**src/design/bist_reg_pkg.sv**
```systemverilog
`default_nettype none

package bist_reg_pkg;

  // ----------------------------------------------------------
  // Register port geometry
  // ----------------------------------------------------------
  localparam int CTRL_ADDR_W = 20;
  localparam int CTRL_DATA_W = 32;

  // Byte addresses, one 32-bit word each
  localparam logic [CTRL_ADDR_W-1:0] REG_BIST_CTRL             = 20'h00;
  localparam logic [CTRL_ADDR_W-1:0] REG_BIST_CLK_RATE         = 20'h04;
  localparam logic [CTRL_ADDR_W-1:0] REG_BIST_NUM_BYTES_LO     = 20'h08;
  localparam logic [CTRL_ADDR_W-1:0] REG_BIST_NUM_BYTES_HI     = 20'h0C;
  localparam logic [CTRL_ADDR_W-1:0] REG_BIST_TX_BYTE_COUNT_LO = 20'h10;
  localparam logic [CTRL_ADDR_W-1:0] REG_BIST_TX_BYTE_COUNT_HI = 20'h14;
  localparam logic [CTRL_ADDR_W-1:0] REG_BIST_RX_BYTE_COUNT_LO = 20'h18;
  localparam logic [CTRL_ADDR_W-1:0] REG_BIST_RX_BYTE_COUNT_HI = 20'h1C;
  localparam logic [CTRL_ADDR_W-1:0] REG_BIST_ERROR_COUNT_LO   = 20'h20;
  localparam logic [CTRL_ADDR_W-1:0] REG_BIST_ERROR_COUNT_HI   = 20'h24;
  localparam logic [CTRL_ADDR_W-1:0] REG_BIST_CYCLE_COUNT_LO   = 20'h28;
  localparam logic [CTRL_ADDR_W-1:0] REG_BIST_CYCLE_COUNT_HI   = 20'h2C;

  // CTRL register bit positions
  localparam int REG_BIST_START_POS   = 0;
  localparam int REG_BIST_STOP_POS    = 1;
  localparam int REG_BIST_CLEAR_POS   = 2;
  localparam int REG_BIST_CONT_POS    = 3;
  localparam int REG_BIST_RUNNING_POS = 4;
  localparam int REG_BIST_INJECT_POS  = 5;

  // Frequency of clk in Hz
  localparam logic [CTRL_DATA_W-1:0] CLK_RATE = 32'd10_000_000;

  // ----------------------------------------------------------
  // Port and command bundles
  // ----------------------------------------------------------
  typedef struct packed {
    logic                   wr;
    logic                   rd;
    logic [CTRL_ADDR_W-1:0] addr;
    logic [CTRL_DATA_W-1:0] data;
  } ctrl_req_t;

  typedef struct packed {
    logic                   ack;
    logic [CTRL_DATA_W-1:0] data;
  } ctrl_resp_t;

  // Pulses except continuous, which is a level
  typedef struct packed {
    logic start;
    logic stop;
    logic clear;
    logic inject;
    logic continuous;
  } bist_cmd_t;

endpackage

`default_nettype wire

```
**src/design/bist_data_pkg.sv**
```systemverilog
`default_nettype none

package bist_data_pkg;

  // ----------------------------------------------------------
  // Data path sizing
  // ----------------------------------------------------------
  // Power of two, or the byte conversion breaks
  localparam int DATA_W     = 32;
  localparam int BYTE_SHIFT = $clog2(DATA_W / 8);
  // Wider than 32 so the high halves carry something
  localparam int COUNT_W    = 40;
  localparam int FIFO_DEPTH = 16;
  localparam int FIFO_PTR_W = $clog2(FIFO_DEPTH);

  // Galois LFSR polynomial and start value
  localparam logic [DATA_W-1:0] PRBS_TAPS = 32'h8020_0003;
  localparam logic [DATA_W-1:0] PRBS_SEED = 32'hFFFF_FFFF;

  // ----------------------------------------------------------
  // Bundles
  // ----------------------------------------------------------
  typedef struct packed {
    logic              valid;
    logic [DATA_W-1:0] data;
  } stream_t;

  // Word counts, error count and running cycles
  typedef struct packed {
    logic [COUNT_W-1:0] tx;
    logic [COUNT_W-1:0] rx;
    logic [COUNT_W-1:0] error;
    logic [COUNT_W-1:0] cycle;
  } bist_counts_t;

endpackage

`default_nettype wire

```
**src/design/bist_prbs_gen.sv**
```systemverilog
`timescale 1ns/1ns
`default_nettype none

module bist_prbs_gen (
  input  logic                             clk,
  input  logic                             rst,
  input  logic                             init,
  input  logic                             advance,
  output logic [bist_data_pkg::DATA_W-1:0] word
);

  import bist_data_pkg::*;

  logic [DATA_W-1:0] lfsr;
  logic [DATA_W-1:0] lfsr_next;

  // Galois step, taps folded in when the LSB shifts out
  assign lfsr_next = lfsr[0] ? ((lfsr >> 1) ^ PRBS_TAPS) : (lfsr >> 1);

  // Current word is offered until consumed
  assign word = lfsr;

  always_ff @(posedge clk) begin
    if (rst || init) begin
      lfsr <= PRBS_SEED;
    end else if (advance) begin
      lfsr <= lfsr_next;
    end
  end

endmodule

`default_nettype wire

```
**src/design/bist_fifo.sv**
```systemverilog
`timescale 1ns/1ns
`default_nettype none

module bist_fifo (
  input  logic                             clk,
  input  logic                             rst,
  input  logic                             wr,
  input  logic [bist_data_pkg::DATA_W-1:0] wr_data,
  input  logic                             rd,
  output bist_data_pkg::stream_t           rd_out,
  output logic                             full
);

  import bist_data_pkg::*;

  logic [DATA_W-1:0]     mem [FIFO_DEPTH];
  logic [FIFO_PTR_W-1:0] wr_ptr;
  logic [FIFO_PTR_W-1:0] rd_ptr;
  logic [FIFO_PTR_W:0]   count;
  logic                  do_wr;
  logic                  do_rd;

  assign full  = count == (FIFO_PTR_W + 1)'(FIFO_DEPTH);
  assign do_wr = wr && !full;
  assign do_rd = rd && rd_out.valid;

  // Head of the queue shows without a read request
  assign rd_out = '{valid: count != '0, data: mem[rd_ptr]};

  // ----------------------------------------------------------
  // Storage
  // ----------------------------------------------------------
  always_ff @(posedge clk) begin
    if (do_wr) begin
      mem[wr_ptr] <= wr_data;
    end
  end

  // Pointers wrap on their own, depth is a power of two
  always_ff @(posedge clk) begin
    if (rst) begin
      wr_ptr <= '0;
      rd_ptr <= '0;
      count  <= '0;
    end else begin
      if (do_wr) begin
        wr_ptr <= wr_ptr + 1'b1;
      end
      if (do_rd) begin
        rd_ptr <= rd_ptr + 1'b1;
      end
      // Occupancy holds on simultaneous push and pop
      case ({do_wr, do_rd})
        2'b10:   count <= count + 1'b1;
        2'b01:   count <= count - 1'b1;
        default: count <= count;
      endcase
    end
  end

endmodule

`default_nettype wire

```
**src/design/bist_regs.sv**
```systemverilog
`timescale 1ns/1ns
`default_nettype none

module bist_regs (
  input  logic                             clk,
  input  logic                             rst,
  input  bist_reg_pkg::ctrl_req_t          ctrl_req,
  output bist_reg_pkg::ctrl_resp_t         ctrl_resp,
  input  bist_data_pkg::bist_counts_t      counts,
  input  logic                             running,
  output bist_reg_pkg::bist_cmd_t          cmd,
  output logic [bist_data_pkg::COUNT_W-1:0] num_words
);

  import bist_reg_pkg::*;
  import bist_data_pkg::*;

  // Zero-extend a count to 64 bits
  function automatic logic [63:0] widen(input logic [COUNT_W-1:0] value);
    return {{(64 - COUNT_W){1'b0}}, value};
  endfunction

  logic [CTRL_ADDR_W-1:0] word_addr;
  logic [COUNT_W-1:0]     num_bytes;
  logic [63:0]            num_bytes_w;
  logic [63:0]            tx_bytes;
  logic [63:0]            rx_bytes;
  logic [63:0]            err_w;
  logic [63:0]            cyc_w;
  logic                   rd_hit;
  logic                   wr_hit;
  logic [CTRL_DATA_W-1:0] rd_data;
  logic                   resp_ack;
  logic [CTRL_DATA_W-1:0] resp_data;

  // High-half snapshots, taken on the low-half read
  logic [31:0] tx_hi;
  logic [31:0] rx_hi;
  logic [31:0] err_hi;
  logic [31:0] cyc_hi;

  // Byte offset bits are don't-care
  assign word_addr = {ctrl_req.addr[CTRL_ADDR_W-1:2], 2'b00};

  // Words to bytes and back
  assign num_bytes_w = widen(num_bytes);
  assign tx_bytes    = widen(counts.tx) << BYTE_SHIFT;
  assign rx_bytes    = widen(counts.rx) << BYTE_SHIFT;
  assign err_w       = widen(counts.error);
  assign cyc_w       = widen(counts.cycle);
  assign num_words   = num_bytes >> BYTE_SHIFT;

  assign ctrl_resp = '{ack: resp_ack, data: resp_data};

  // ----------------------------------------------------------
  // Address decode
  // ----------------------------------------------------------
  always_comb begin
    rd_hit  = 1'b1;
    rd_data = '0;
    case (word_addr)
      REG_BIST_CTRL: begin
        rd_data[REG_BIST_RUNNING_POS] = running;
        rd_data[REG_BIST_CONT_POS]    = cmd.continuous;
      end
      REG_BIST_CLK_RATE:         rd_data = CLK_RATE;
      REG_BIST_NUM_BYTES_LO:     rd_data = num_bytes_w[31:0];
      REG_BIST_NUM_BYTES_HI:     rd_data = num_bytes_w[63:32];
      REG_BIST_TX_BYTE_COUNT_LO: rd_data = tx_bytes[31:0];
      REG_BIST_TX_BYTE_COUNT_HI: rd_data = tx_hi;
      REG_BIST_RX_BYTE_COUNT_LO: rd_data = rx_bytes[31:0];
      REG_BIST_RX_BYTE_COUNT_HI: rd_data = rx_hi;
      REG_BIST_ERROR_COUNT_LO:   rd_data = err_w[31:0];
      REG_BIST_ERROR_COUNT_HI:   rd_data = err_hi;
      REG_BIST_CYCLE_COUNT_LO:   rd_data = cyc_w[31:0];
      REG_BIST_CYCLE_COUNT_HI:   rd_data = cyc_hi;
      default:                   rd_hit  = 1'b0;
    endcase
  end

  // Only three registers take writes
  assign wr_hit = (word_addr == REG_BIST_CTRL) ||
                  (word_addr == REG_BIST_NUM_BYTES_LO) ||
                  (word_addr == REG_BIST_NUM_BYTES_HI);

  // ----------------------------------------------------------
  // Ack, command pulses and length
  // ----------------------------------------------------------
  always_ff @(posedge clk) begin
    if (rst) begin
      resp_ack  <= 1'b0;
      cmd       <= '0;
      num_bytes <= '0;
    end else begin
      resp_ack   <= (ctrl_req.rd && rd_hit) || (ctrl_req.wr && wr_hit);
      // Pulses last one cycle
      cmd.start  <= 1'b0;
      cmd.stop   <= 1'b0;
      cmd.clear  <= 1'b0;
      cmd.inject <= 1'b0;
      if (ctrl_req.wr) begin
        case (word_addr)
          REG_BIST_CTRL: begin
            cmd.start      <= ctrl_req.data[REG_BIST_START_POS];
            cmd.stop       <= ctrl_req.data[REG_BIST_STOP_POS];
            cmd.clear      <= ctrl_req.data[REG_BIST_CLEAR_POS];
            cmd.inject     <= ctrl_req.data[REG_BIST_INJECT_POS];
            cmd.continuous <= ctrl_req.data[REG_BIST_CONT_POS];
          end
          // Byte offset bits stay at zero
          REG_BIST_NUM_BYTES_LO:
            num_bytes[31:BYTE_SHIFT] <= ctrl_req.data[31:BYTE_SHIFT];
          REG_BIST_NUM_BYTES_HI:
            num_bytes[COUNT_W-1:32] <= ctrl_req.data[COUNT_W-33:0];
          default: ;
        endcase
      end
    end
  end

  // ----------------------------------------------------------
  // Read data and snapshots
  // ----------------------------------------------------------
  always_ff @(posedge clk) begin
    if (ctrl_req.rd && rd_hit) begin
      resp_data <= rd_data;
    end
    if (ctrl_req.rd) begin
      case (word_addr)
        REG_BIST_TX_BYTE_COUNT_LO: tx_hi  <= tx_bytes[63:32];
        REG_BIST_RX_BYTE_COUNT_LO: rx_hi  <= rx_bytes[63:32];
        REG_BIST_ERROR_COUNT_LO:   err_hi <= err_w[63:32];
        REG_BIST_CYCLE_COUNT_LO:   cyc_hi <= cyc_w[63:32];
        default: ;
      endcase
    end
  end

endmodule

`default_nettype wire

```
**src/design/bist_sequencer.sv**
```systemverilog
`timescale 1ns/1ns
`default_nettype none

module bist_sequencer (
  input  logic                    clk,
  input  logic                    rst,
  input  bist_reg_pkg::bist_cmd_t cmd,
  input  logic                    tx_done,
  input  logic                    drained,
  input  logic                    fifo_full,
  output logic                    running,
  output logic                    gen_en,
  output logic                    fifo_wr,
  output logic                    inject_bit,
  output logic                    prbs_init
);

  typedef enum logic [1:0] {
    ST_IDLE,
    ST_RUN,
    ST_DRAIN,
    ST_DONE
  } seq_state_t;

  seq_state_t state;
  logic       start_ok;
  logic       inject_pend;

  // Run and drain both count as running
  assign running = (state == ST_RUN) || (state == ST_DRAIN);

  // Start while running is dropped
  assign start_ok  = cmd.start && !running;
  assign prbs_init = start_ok || cmd.clear;

  // Continuous mode ignores the length
  assign gen_en     = (state == ST_RUN) && (cmd.continuous || !tx_done);
  assign fifo_wr    = gen_en && !fifo_full;
  assign inject_bit = inject_pend;

  // ----------------------------------------------------------
  // Test state
  // ----------------------------------------------------------
  always_ff @(posedge clk) begin
    if (rst) begin
      state <= ST_IDLE;
    end else begin
      case (state)
        ST_IDLE, ST_DONE: begin
          if (start_ok) begin
            state <= ST_RUN;
          end
        end
        ST_RUN: begin
          // Length reached, or host asked to stop
          if (cmd.stop || (tx_done && !cmd.continuous)) begin
            state <= ST_DRAIN;
          end
        end
        ST_DRAIN: begin
          // Wait for the FIFO to empty
          if (drained) begin
            state <= ST_DONE;
          end
        end
        default: state <= ST_IDLE;
      endcase
    end
  end

  // ----------------------------------------------------------
  // Error injection request
  // ----------------------------------------------------------
  always_ff @(posedge clk) begin
    if (rst || prbs_init) begin
      inject_pend <= 1'b0;
    end else if (cmd.inject && (state == ST_RUN)) begin
      inject_pend <= 1'b1;
    end else if (fifo_wr) begin
      // Consumed by the corrupted word
      inject_pend <= 1'b0;
    end
  end

endmodule

`default_nettype wire

```
**src/design/bist_stats.sv**
```systemverilog
`timescale 1ns/1ns
`default_nettype none

module bist_stats (
  input  logic                              clk,
  input  logic                              rst,
  input  logic                              prbs_init,
  input  logic                              running,
  input  logic                              fifo_wr,
  input  bist_data_pkg::stream_t            rx,
  input  logic [bist_data_pkg::DATA_W-1:0]  expected,
  input  logic [bist_data_pkg::COUNT_W-1:0] num_words,
  output bist_data_pkg::bist_counts_t       counts,
  output logic                              tx_done,
  output logic                              drained,
  output logic                              rx_pop
);

  logic mismatch;

  // Reader never stalls
  assign rx_pop = rx.valid;

  // Popped word against the predicted one
  assign mismatch = rx_pop && (rx.data != expected);

  // Length reached
  assign tx_done = counts.tx >= num_words;

  // Everything written has come back
  assign drained = counts.rx == counts.tx;

  // ----------------------------------------------------------
  // Counters
  // ----------------------------------------------------------
  always_ff @(posedge clk) begin
    if (rst || prbs_init) begin
      counts <= '0;
    end else begin
      if (fifo_wr) begin
        counts.tx <= counts.tx + 1'b1;
      end
      if (rx_pop) begin
        counts.rx <= counts.rx + 1'b1;
      end
      if (mismatch) begin
        counts.error <= counts.error + 1'b1;
      end
      // Every cycle of run and drain
      if (running) begin
        counts.cycle <= counts.cycle + 1'b1;
      end
    end
  end

endmodule

`default_nettype wire

```
**src/design/ram_fifo_bist_top.sv**
```systemverilog
`timescale 1ns/1ns
`default_nettype none

module ram_fifo_bist_top (
  input  logic                     clk,
  input  logic                     rst,
  input  bist_reg_pkg::ctrl_req_t  ctrl_req,
  output bist_reg_pkg::ctrl_resp_t ctrl_resp
);

  import bist_reg_pkg::*;
  import bist_data_pkg::*;

  bist_cmd_t          cmd;
  bist_counts_t       counts;
  stream_t            rx;
  logic [COUNT_W-1:0] num_words;
  logic [DATA_W-1:0]  tx_word;
  logic [DATA_W-1:0]  tx_data;
  logic [DATA_W-1:0]  rx_expected;
  logic               running;
  // Generator enable, visible alongside fifo_wr for the checker
  logic               gen_en;
  logic               fifo_wr;
  logic               fifo_full;
  logic               inject_bit;
  logic               prbs_init;
  logic               tx_done;
  logic               drained;
  logic               rx_pop;

  // Injected error flips bit 0 of the outgoing word
  assign tx_data = {tx_word[DATA_W-1:1], tx_word[0] ^ inject_bit};

  bist_regs regs0 (
    .clk       (clk),
    .rst       (rst),
    .ctrl_req  (ctrl_req),
    .ctrl_resp (ctrl_resp),
    .counts    (counts),
    .running   (running),
    .cmd       (cmd),
    .num_words (num_words)
  );

  bist_sequencer seq0 (
    .clk        (clk),
    .rst        (rst),
    .cmd        (cmd),
    .tx_done    (tx_done),
    .drained    (drained),
    .fifo_full  (fifo_full),
    .running    (running),
    .gen_en     (gen_en),
    .fifo_wr    (fifo_wr),
    .inject_bit (inject_bit),
    .prbs_init  (prbs_init)
  );

  bist_stats stats0 (
    .clk       (clk),
    .rst       (rst),
    .prbs_init (prbs_init),
    .running   (running),
    .fifo_wr   (fifo_wr),
    .rx        (rx),
    .expected  (rx_expected),
    .num_words (num_words),
    .counts    (counts),
    .tx_done   (tx_done),
    .drained   (drained),
    .rx_pop    (rx_pop)
  );

  // Transmit source, steps on every FIFO write
  bist_prbs_gen tx_gen (
    .clk     (clk),
    .rst     (rst),
    .init    (prbs_init),
    .advance (fifo_wr),
    .word    (tx_word)
  );

  // Receive predictor, steps on every pop
  bist_prbs_gen rx_gen (
    .clk     (clk),
    .rst     (rst),
    .init    (prbs_init),
    .advance (rx_pop),
    .word    (rx_expected)
  );

  bist_fifo fifo0 (
    .clk     (clk),
    .rst     (rst),
    .wr      (fifo_wr),
    .wr_data (tx_data),
    .rd      (rx_pop),
    .rd_out  (rx),
    .full    (fifo_full)
  );

endmodule

`default_nettype wire

```
**config.mk**
```make
export PLATFORM = sky130hd
export DESIGN_NAME = ram_fifo_bist_top
export DESIGN_NICKNAME = d
export VERILOG_FILES = /design/src/design/bist_reg_pkg.sv /design/src/design/bist_data_pkg.sv /design/src/design/bist_prbs_gen.sv /design/src/design/bist_fifo.sv /design/src/design/bist_regs.sv /design/src/design/bist_sequencer.sv /design/src/design/bist_stats.sv /design/src/design/ram_fifo_bist_top.sv
export SDC_FILE = /design/constraint.sdc
export NUM_CORES = 1
export LEC_CHECK = 0
export BUFFER_PORTS_ARGS = -buffer_cell sky130_fd_sc_hd__buf_2
export CORE_UTILIZATION = 60
export DETAILED_ROUTE_END_ITERATION = 7
export PLACE_DENSITY = 0.86
export RECOVER_POWER = 50
export SETUP_SLACK_MARGIN = 0.4
export SYNTH_ARGS = -nofsm -noshare
export SYNTH_HDL_FRONTEND = slang
export SYNTH_HIERARCHICAL = 1
export SYNTH_SLANG_ARGS = --single-unit
```
**constraint.sdc**
```tcl
create_clock -name clk -period 12.75 [get_ports clk]
set_input_delay 0 -clock clk [delete_from_list [all_inputs] [get_ports clk]]
set_output_delay 0 -clock clk [all_outputs]
set_load 0.03 [all_outputs]
```
==> key figures, run 1 <==
Finish
  – Post-route core utilization: 67.3%
  – Multi-input logic area: 0.0133 mm^2
  – Register area: 0.0232 mm^2
  – Fraction of layout cells with a size suffix above 1: 16.1%
  – Area Growth Syn to Fin: 10.3%
  – Final #Nets: 2878
  – Fill cell count: 4046

Global route
  – Vias in the first global route: 24500
  – GR Overflow Total: 0
  – GRT Overall Usage: 32.8%
  – Largest net degree at the start of global routing: 80
  – Antenna violations before repair: 2
  – First-pass GRT wire length: 153000 um

Worst setup path
  – CP Cell Sequence: buf_4 > buf_4 > mux4_2 > mux4_2 > xor2_1 > nor4_1 > nand4_1 > nor2_2 > buf_4 > or4_1 > a21oi_1
  – Worst path most repeated cell: buf_4
  – Crit path largest cell delay: 880 ps
  – WP buf/inv: 3
  – CP Data Arrival Time: 7040 ps
  – Critical path fanouts, max: 48
  – Worst Path Required: 13140 ps
  – Worst Setup End Kind: flip-flop
  – Type of the worst setup path: flip-flop to flip-flop
  – Worst path top cell family by delay: buffers and inverters
  – Slowest CP cell: dfxtp_4
  – Critical Path Start Type: flip-flop

Place
  – HPWL Detailed: 61500 um
  – RD Place Congestion: 0.976
  – PortBufs: 86

Run status
  – Failing checks: DRC, capacitance limit, slew limit
  – Status: complete, but fails checks

Clock tree
  – TritonCTS clock tree: built
  – Number of setup buffers added after CTS: 0
  – CTS buffer count: 85
  – Clk buf depth: 3
  – Sink Count: 868
  – Root buf cell: clkbuf_16
  – Clock Latency Late Sink: 670 ps
  – Clock transition at the registers of the reported paths: 60 ps
  – CTS H-tree lvls: 3

STA
  – # setup viols final: 0
  – Final worst-path cycle share: 52.2%
  – RSZ-0062 raised after global routing: false
  – Final Max Slew Viols: 425
  – Fmax: 150 MHz
  – Setup_tns: 0 ps
  – Setup Skew: 33.7 ps
  – Max_slew headroom: -133%
  – Post-route minimum period: 6650 ps
  – Final hold violation count: 0
  – Worst-Margin Slew: 3490 ps

Floorplanning
  – Initial core utilization: 61.0%
  – Die height: 253 um
  – Die area: 0.0641 mm^2
  – Die Width: 253 um
  – Ports: 89
  – Row cnt: 91
  – Total core area: 0.0621 mm^2

Routing
  – DRC: 2
  – Avg Vias per Cell: 6.70
  – Drt pass-1 iters: 8
  – Detail Route Antenna Nets: 0
  – Starting DRT DRC Count: 3486
  – Via count: 24700
  – Routed WL: 105000 um
  – Wire per inst: 28.5 um

Power
  – Pwr dens: 139 mW/mm^2
  – P_leak: 13.2 nW
  – Worst IR Drop VDD: 0.133 mV

Worst hold path
  – HP Class: primary input to flip-flop

Synth
  – Mapped Cells: 2726
  – Average cell area after synthesis: 13.9 um^2
  – Area of the mapped netlist: 0.0379 mm^2
  – Synth warnings: 6

Run
  – Max-Cap Viols: 9
## metal layers
layer	wire length (um)	GRT usage [%]	vias to the layer above
li1	-	-	10400
met1	37300	39.9	12300
met2	52300	56.3	1571
met3	8990	4.53	354
met4	6040	18.8	0
met5	0	0	-
## report_power, final
part	switching [mW]	total [mW]	internal (mW)
Clock	1.12	2.57	1.45
Combinational	0.131	0.210	0.0790
Sequential	0.0201	3.01	2.99
## flip-flops by register name, summed over array words and instances (netlist names), named ones only
signal,cells
regs0/num_bytes,38
regs0/err_hi,8
regs0/tx_hi,10
fifo0/count,5
fifo0/rd_ptr,4
fifo0/wr_ptr,4
seq0/state,2
regs0/rx_hi,10
regs0/resp_ack,1
regs0/resp_data,32
regs0/cmd,5
rx_gen/word,32
fifo0/mem,512
stats0/counts,160
seq0/inject_bit,1
tx_gen/word,32
regs0/cyc_hi,8
## worst min-delay path: stages
cell and delay, ps:
buf_2 100, buf_4 250, nand2_1 120, a31oi_1 70
## stage by stage
stage / cell area, um^2 / std cells / hold slack [ps] / power [mW] / setup slack, ps
finish: 41800 / 3679 / 118 / 5.79 / 6100
global route: 41800 / 3679 / 108 / 5.92 / 5640
CTS: 41900 / 3677 / 54.3 / 5.80 / 6210
detailed placement: 38600 / 3483 / 254 / 3.26 / 6310
global placement: 38600 / 3483 / 250 / 3.25 / 6450
floorplan: 37900 / 2727 / 78.5 / 3.21 / 7220
## final cells by class
| type | instances | area share, % |
|---|---|---|
| inverters | 68 | 0.611 |
| clock buffers | 112 | 5.75 |
| well taps | 837 | 2.51 |
| multi-input cells | 1580 | 31.9 |
| diodes | 2 | 0.0120 |
| repair buffers | 166 | 2.50 |
| clock inverters | 46 | 1.16 |
| flip-flops and latches | 868 | 55.5 |
## cells in the final DEF (no fill, tap or decap), types with 53 or more instances in the layout
cell type,instances
xor2_1,134
ha_1,53
a21oi_1,83
edfxtp_1,580
nand3_1,60
dfxtp_1,284
mux2i_1,111
clkbuf_16,87
clkbuf_1,54
nand2_1,162
inv_1,67
mux4_2,164
o21ai_0,72
xnor2_1,58
nand4_1,104
nor2_1,162
## final timing paths
| kind | cells after the start | slack (ps) | to | startpoint |
|---|---|---|---|---|
| min | 4 | 120 | regs0/resp_data[7] | ctrl_req[34] |
| max reg2reg | 11 | 6100 | stats0/counts[75] | flip-flop |
| min reg2reg | 0 | 480 | regs0/cyc_hi[7] | stats0/counts[39] |
| max | 11 | 6100 | stats0/counts[75] | flip-flop |
## timing repair
action | CTS | global route
resized for setup | 0 | 0
hold endpoints to repair | 73 | 0
hold buffers | 36 | 0
Note: power is estimated with default switching activity, not from simulation.
==> inputs of run 2 (changes only) <==
==> constraint.sdc (replaced) <==
create_clock -name clk -period 6.77 [get_ports clk]
set_input_delay 0 -clock clk [delete_from_list [all_inputs] [get_ports clk]]
set_output_delay 0 -clock clk [all_outputs]
set_load 0.03 [all_outputs]
==> run 2 against run 1 <==
The run ends with capacitance limit, slew limit left. Combinational power grew 94%. Register-to-register slack lost 5100 ps. Hold slack gained 54 ps. First-iteration DRC count shrank 10%. Clock-buffer cell count grew 2. Total power grew 93%. Wire length grew 0.65%. Via count shrank 0.15%. Fmax grew 16%. Flip-flop and latch count is the same. Utilization grew 0.40 points. Highest routed layer unchanged.
==> key figures, run 2 (synthesized netlist as in run 1, its figures left out) <==
Run status
  – Status: complete, but fails checks
  – Failing checks: capacitance limit, slew limit

STA
  – Final hold violation count: 0 (unchanged)
  – Worst-Margin Slew: 3650 ps (+165 ps)
  – Fmax: 174 MHz (+16%)
  – Post-route minimum period: 5740 ps (-910 ps)
  – Max_slew headroom: -144% (-11 points)
  – # setup viols final: 0 (unchanged)
  – Final Max Slew Viols: 370 (-13%)
  – Hold slack: 172 ps (+54.0 ps)
  – RSZ-0062 raised after global routing: false
  – Final worst-path cycle share: 84.8% (+33 points)
  – Setup_tns: 0 ps (unchanged)
  – Setup Skew: 42.7 ps (+9.01 ps)

Global route
  – Antenna violations before repair: 1 (-1)
  – Largest net degree at the start of global routing: 77 (-3.8%)
  – GRT Overall Usage: 33.0% (+0.14 points)
  – GR Overflow Total: 0 (unchanged)
  – First-pass GRT wire length: 154000 um (+0.33%)
  – Vias in the first global route: 24700 (+0.73%)

Power
  – P_leak: 13.3 nW (+0.93%)
  – Pwr dens: 266 mW/mm^2 (+92%)
  – Worst IR Drop VDD: 0.290 mV (+120%)
  – Post-route total power: 11.2 mW (+93%)

Routing
  – Via count: 24600 (-0.15%)
  – Starting DRT DRC Count: 3132 (-10%)
  – Detail Route Antenna Nets: 0 (unchanged)
  – Routed WL: 105000 um (+0.65%)
  – DRC: 0 (-2)
  – Wire per inst: 28.6 um (+0.44%)
  – Avg Vias per Cell: 6.68 (-0.37%)
  – Drt pass-1 iters: 7 (-1)

Finish
  – Multi-input logic area: 0.0133 mm^2 (about the same)
  – Final #Nets: 2883 (+0.17%)
  – Register area: 0.0232 mm^2 (unchanged)
  – Most flop-heavy register: fifo0/mem
  – Max FFs per register: 512 (unchanged)
  – Leading cell types in the layout, fill and taps excluded: edfxtp_1, dfxtp_1, mux4_2
  – Commonest non-fill, non-tap cell in the layout: edfxtp_1
  – Largest regs: fifo0/mem (512), stats0/counts (160), regs0/num_bytes (38)
  – Fill cell count: 3992 (-1.3%)
  – Fraction of layout cells with a size suffix above 1: 16.3% (+0.16 points)
  – Area Growth Syn to Fin: 11.0%

Place
  – RD Place Congestion: 0.990 (+1.4%)
  – PortBufs: 86 (unchanged)
  – HPWL Detailed: 63400 um (+3.1%)

Clock tree
  – CTS buffer count: 87 (+2.4%)
  – Clk buf depth: 3 (unchanged)
  – Root buf cell: clkbuf_16
  – Sink Count: 868 (unchanged)
  – Post_cts resized: 0 (unchanged)
  – CTS Hold Buffers Added: 35 (-2.8%)
  – Clock Latency Late Sink: 680 ps (about the same)
  – Clock transition at the registers of the reported paths: 60 ps (about the same)
  – TritonCTS clock tree: built
  – CTS H-tree lvls: 3 (unchanged)
  – Number of setup buffers added after CTS: 0 (unchanged)

Worst setup path
  – Worst Setup End Kind: flip-flop
  – Worst Path Required: 7310 ps (-5830 ps)
  – Critical Path Start Type: flip-flop
  – Type of the worst setup path: flip-flop to flip-flop
  – Critical path fanouts, max: 52 (+8.3%)
  – CP Data Arrival Time: 6280 ps (-760 ps)

Floorplanning
  – Die height: 253 um (unchanged)
  – Die Width: 253 um (unchanged)
  – Initial core utilization: 61.0% (unchanged)
  – Ports: 89 (unchanged)
  – Row cnt: 91 (unchanged)
  – Die area: 0.0641 mm^2 (unchanged)
  – Total core area: 0.0621 mm^2 (unchanged)

Run
  – Max-Cap Viols: 7 (-2)

Worst hold path
  – HP Class: primary input to flip-flop
-- run 2: changes by cell type in the layout (fill, tap and decap cells not counted), moves of 2 or more --
cell        previous run  this run
clkbuf_16             87        89
clkinv_2              14        16
clkinvlp_2             3         0
buf_4                 35        37
clkbuf_8              13        10
clkbuf_2               2         0
clkbuf_1              54        58
buf_12                 0         3
inv_6                  2         0
bufinv_16              5        11
-- run 2: per-layer routing --
layer  share of wire, %  global-route usage (%)
met5                  0                       0
met4                7.0                    22.0
met3                8.3                    4.40
met2                 49                    55.9
met1                 35                    39.6
-- run 2: cell type report --
class / count / area share (%)
well taps: 837 / 2.49
diodes: 1 / 0.00596
multi-input cells: 1580 / 31.8
inverters: 68 / 0.608
flip-flops and latches: 868 / 55.2
clock buffers: 114 / 5.76
clock inverters: 50 / 1.54
repair buffers: 169 / 2.63
-- run 2: final timing paths --
path                  start               to  slack, ps  cells after the start
max          fifo0/count[2]   fifo0/count[4]       1030                     11
min             ctrl_req[0]     regs0/cmd[4]        170                      3
max reg2reg  fifo0/count[2]   fifo0/count[4]       1030                     11
min reg2reg    regs0/cmd[1]  seq0/inject_bit        450                      2
-- run 2: worst max-delay path: stages, from the launching register on --
cell and delay, ps:
dfxtp_1 460, nor4_1 180, nand2_2 110, clkbuf_1 2360, a21boi_1 670, ha_1 330, xor2_1 90, ha_1 240
nor4b_1 390, a21oi_1 80, o32ai_1 360, mux2_1 360
-- run 2: power by group --
group / switching, mW / internal (mW)
Sequential: 0.0333 / 5.63
Combinational: 0.258 / 0.149
Clock: 2.13 / 2.98
-- run 2: per-stage QoR --
step | cells | utilization, % | setup WS [ps] | area (um^2)
after detailed placement | 3487 | 62.3 | 1460 | 38700
after global routing | 3687 | 67.7 | 637 | 42000
after floorplan | 2727 | - | 1240 | 37900
after CTS | 3686 | 67.9 | 1410 | 42100
after global placement | 3487 | 62.3 | 1560 | 38700
final | 3687 | 67.7 | 1030 | 42000
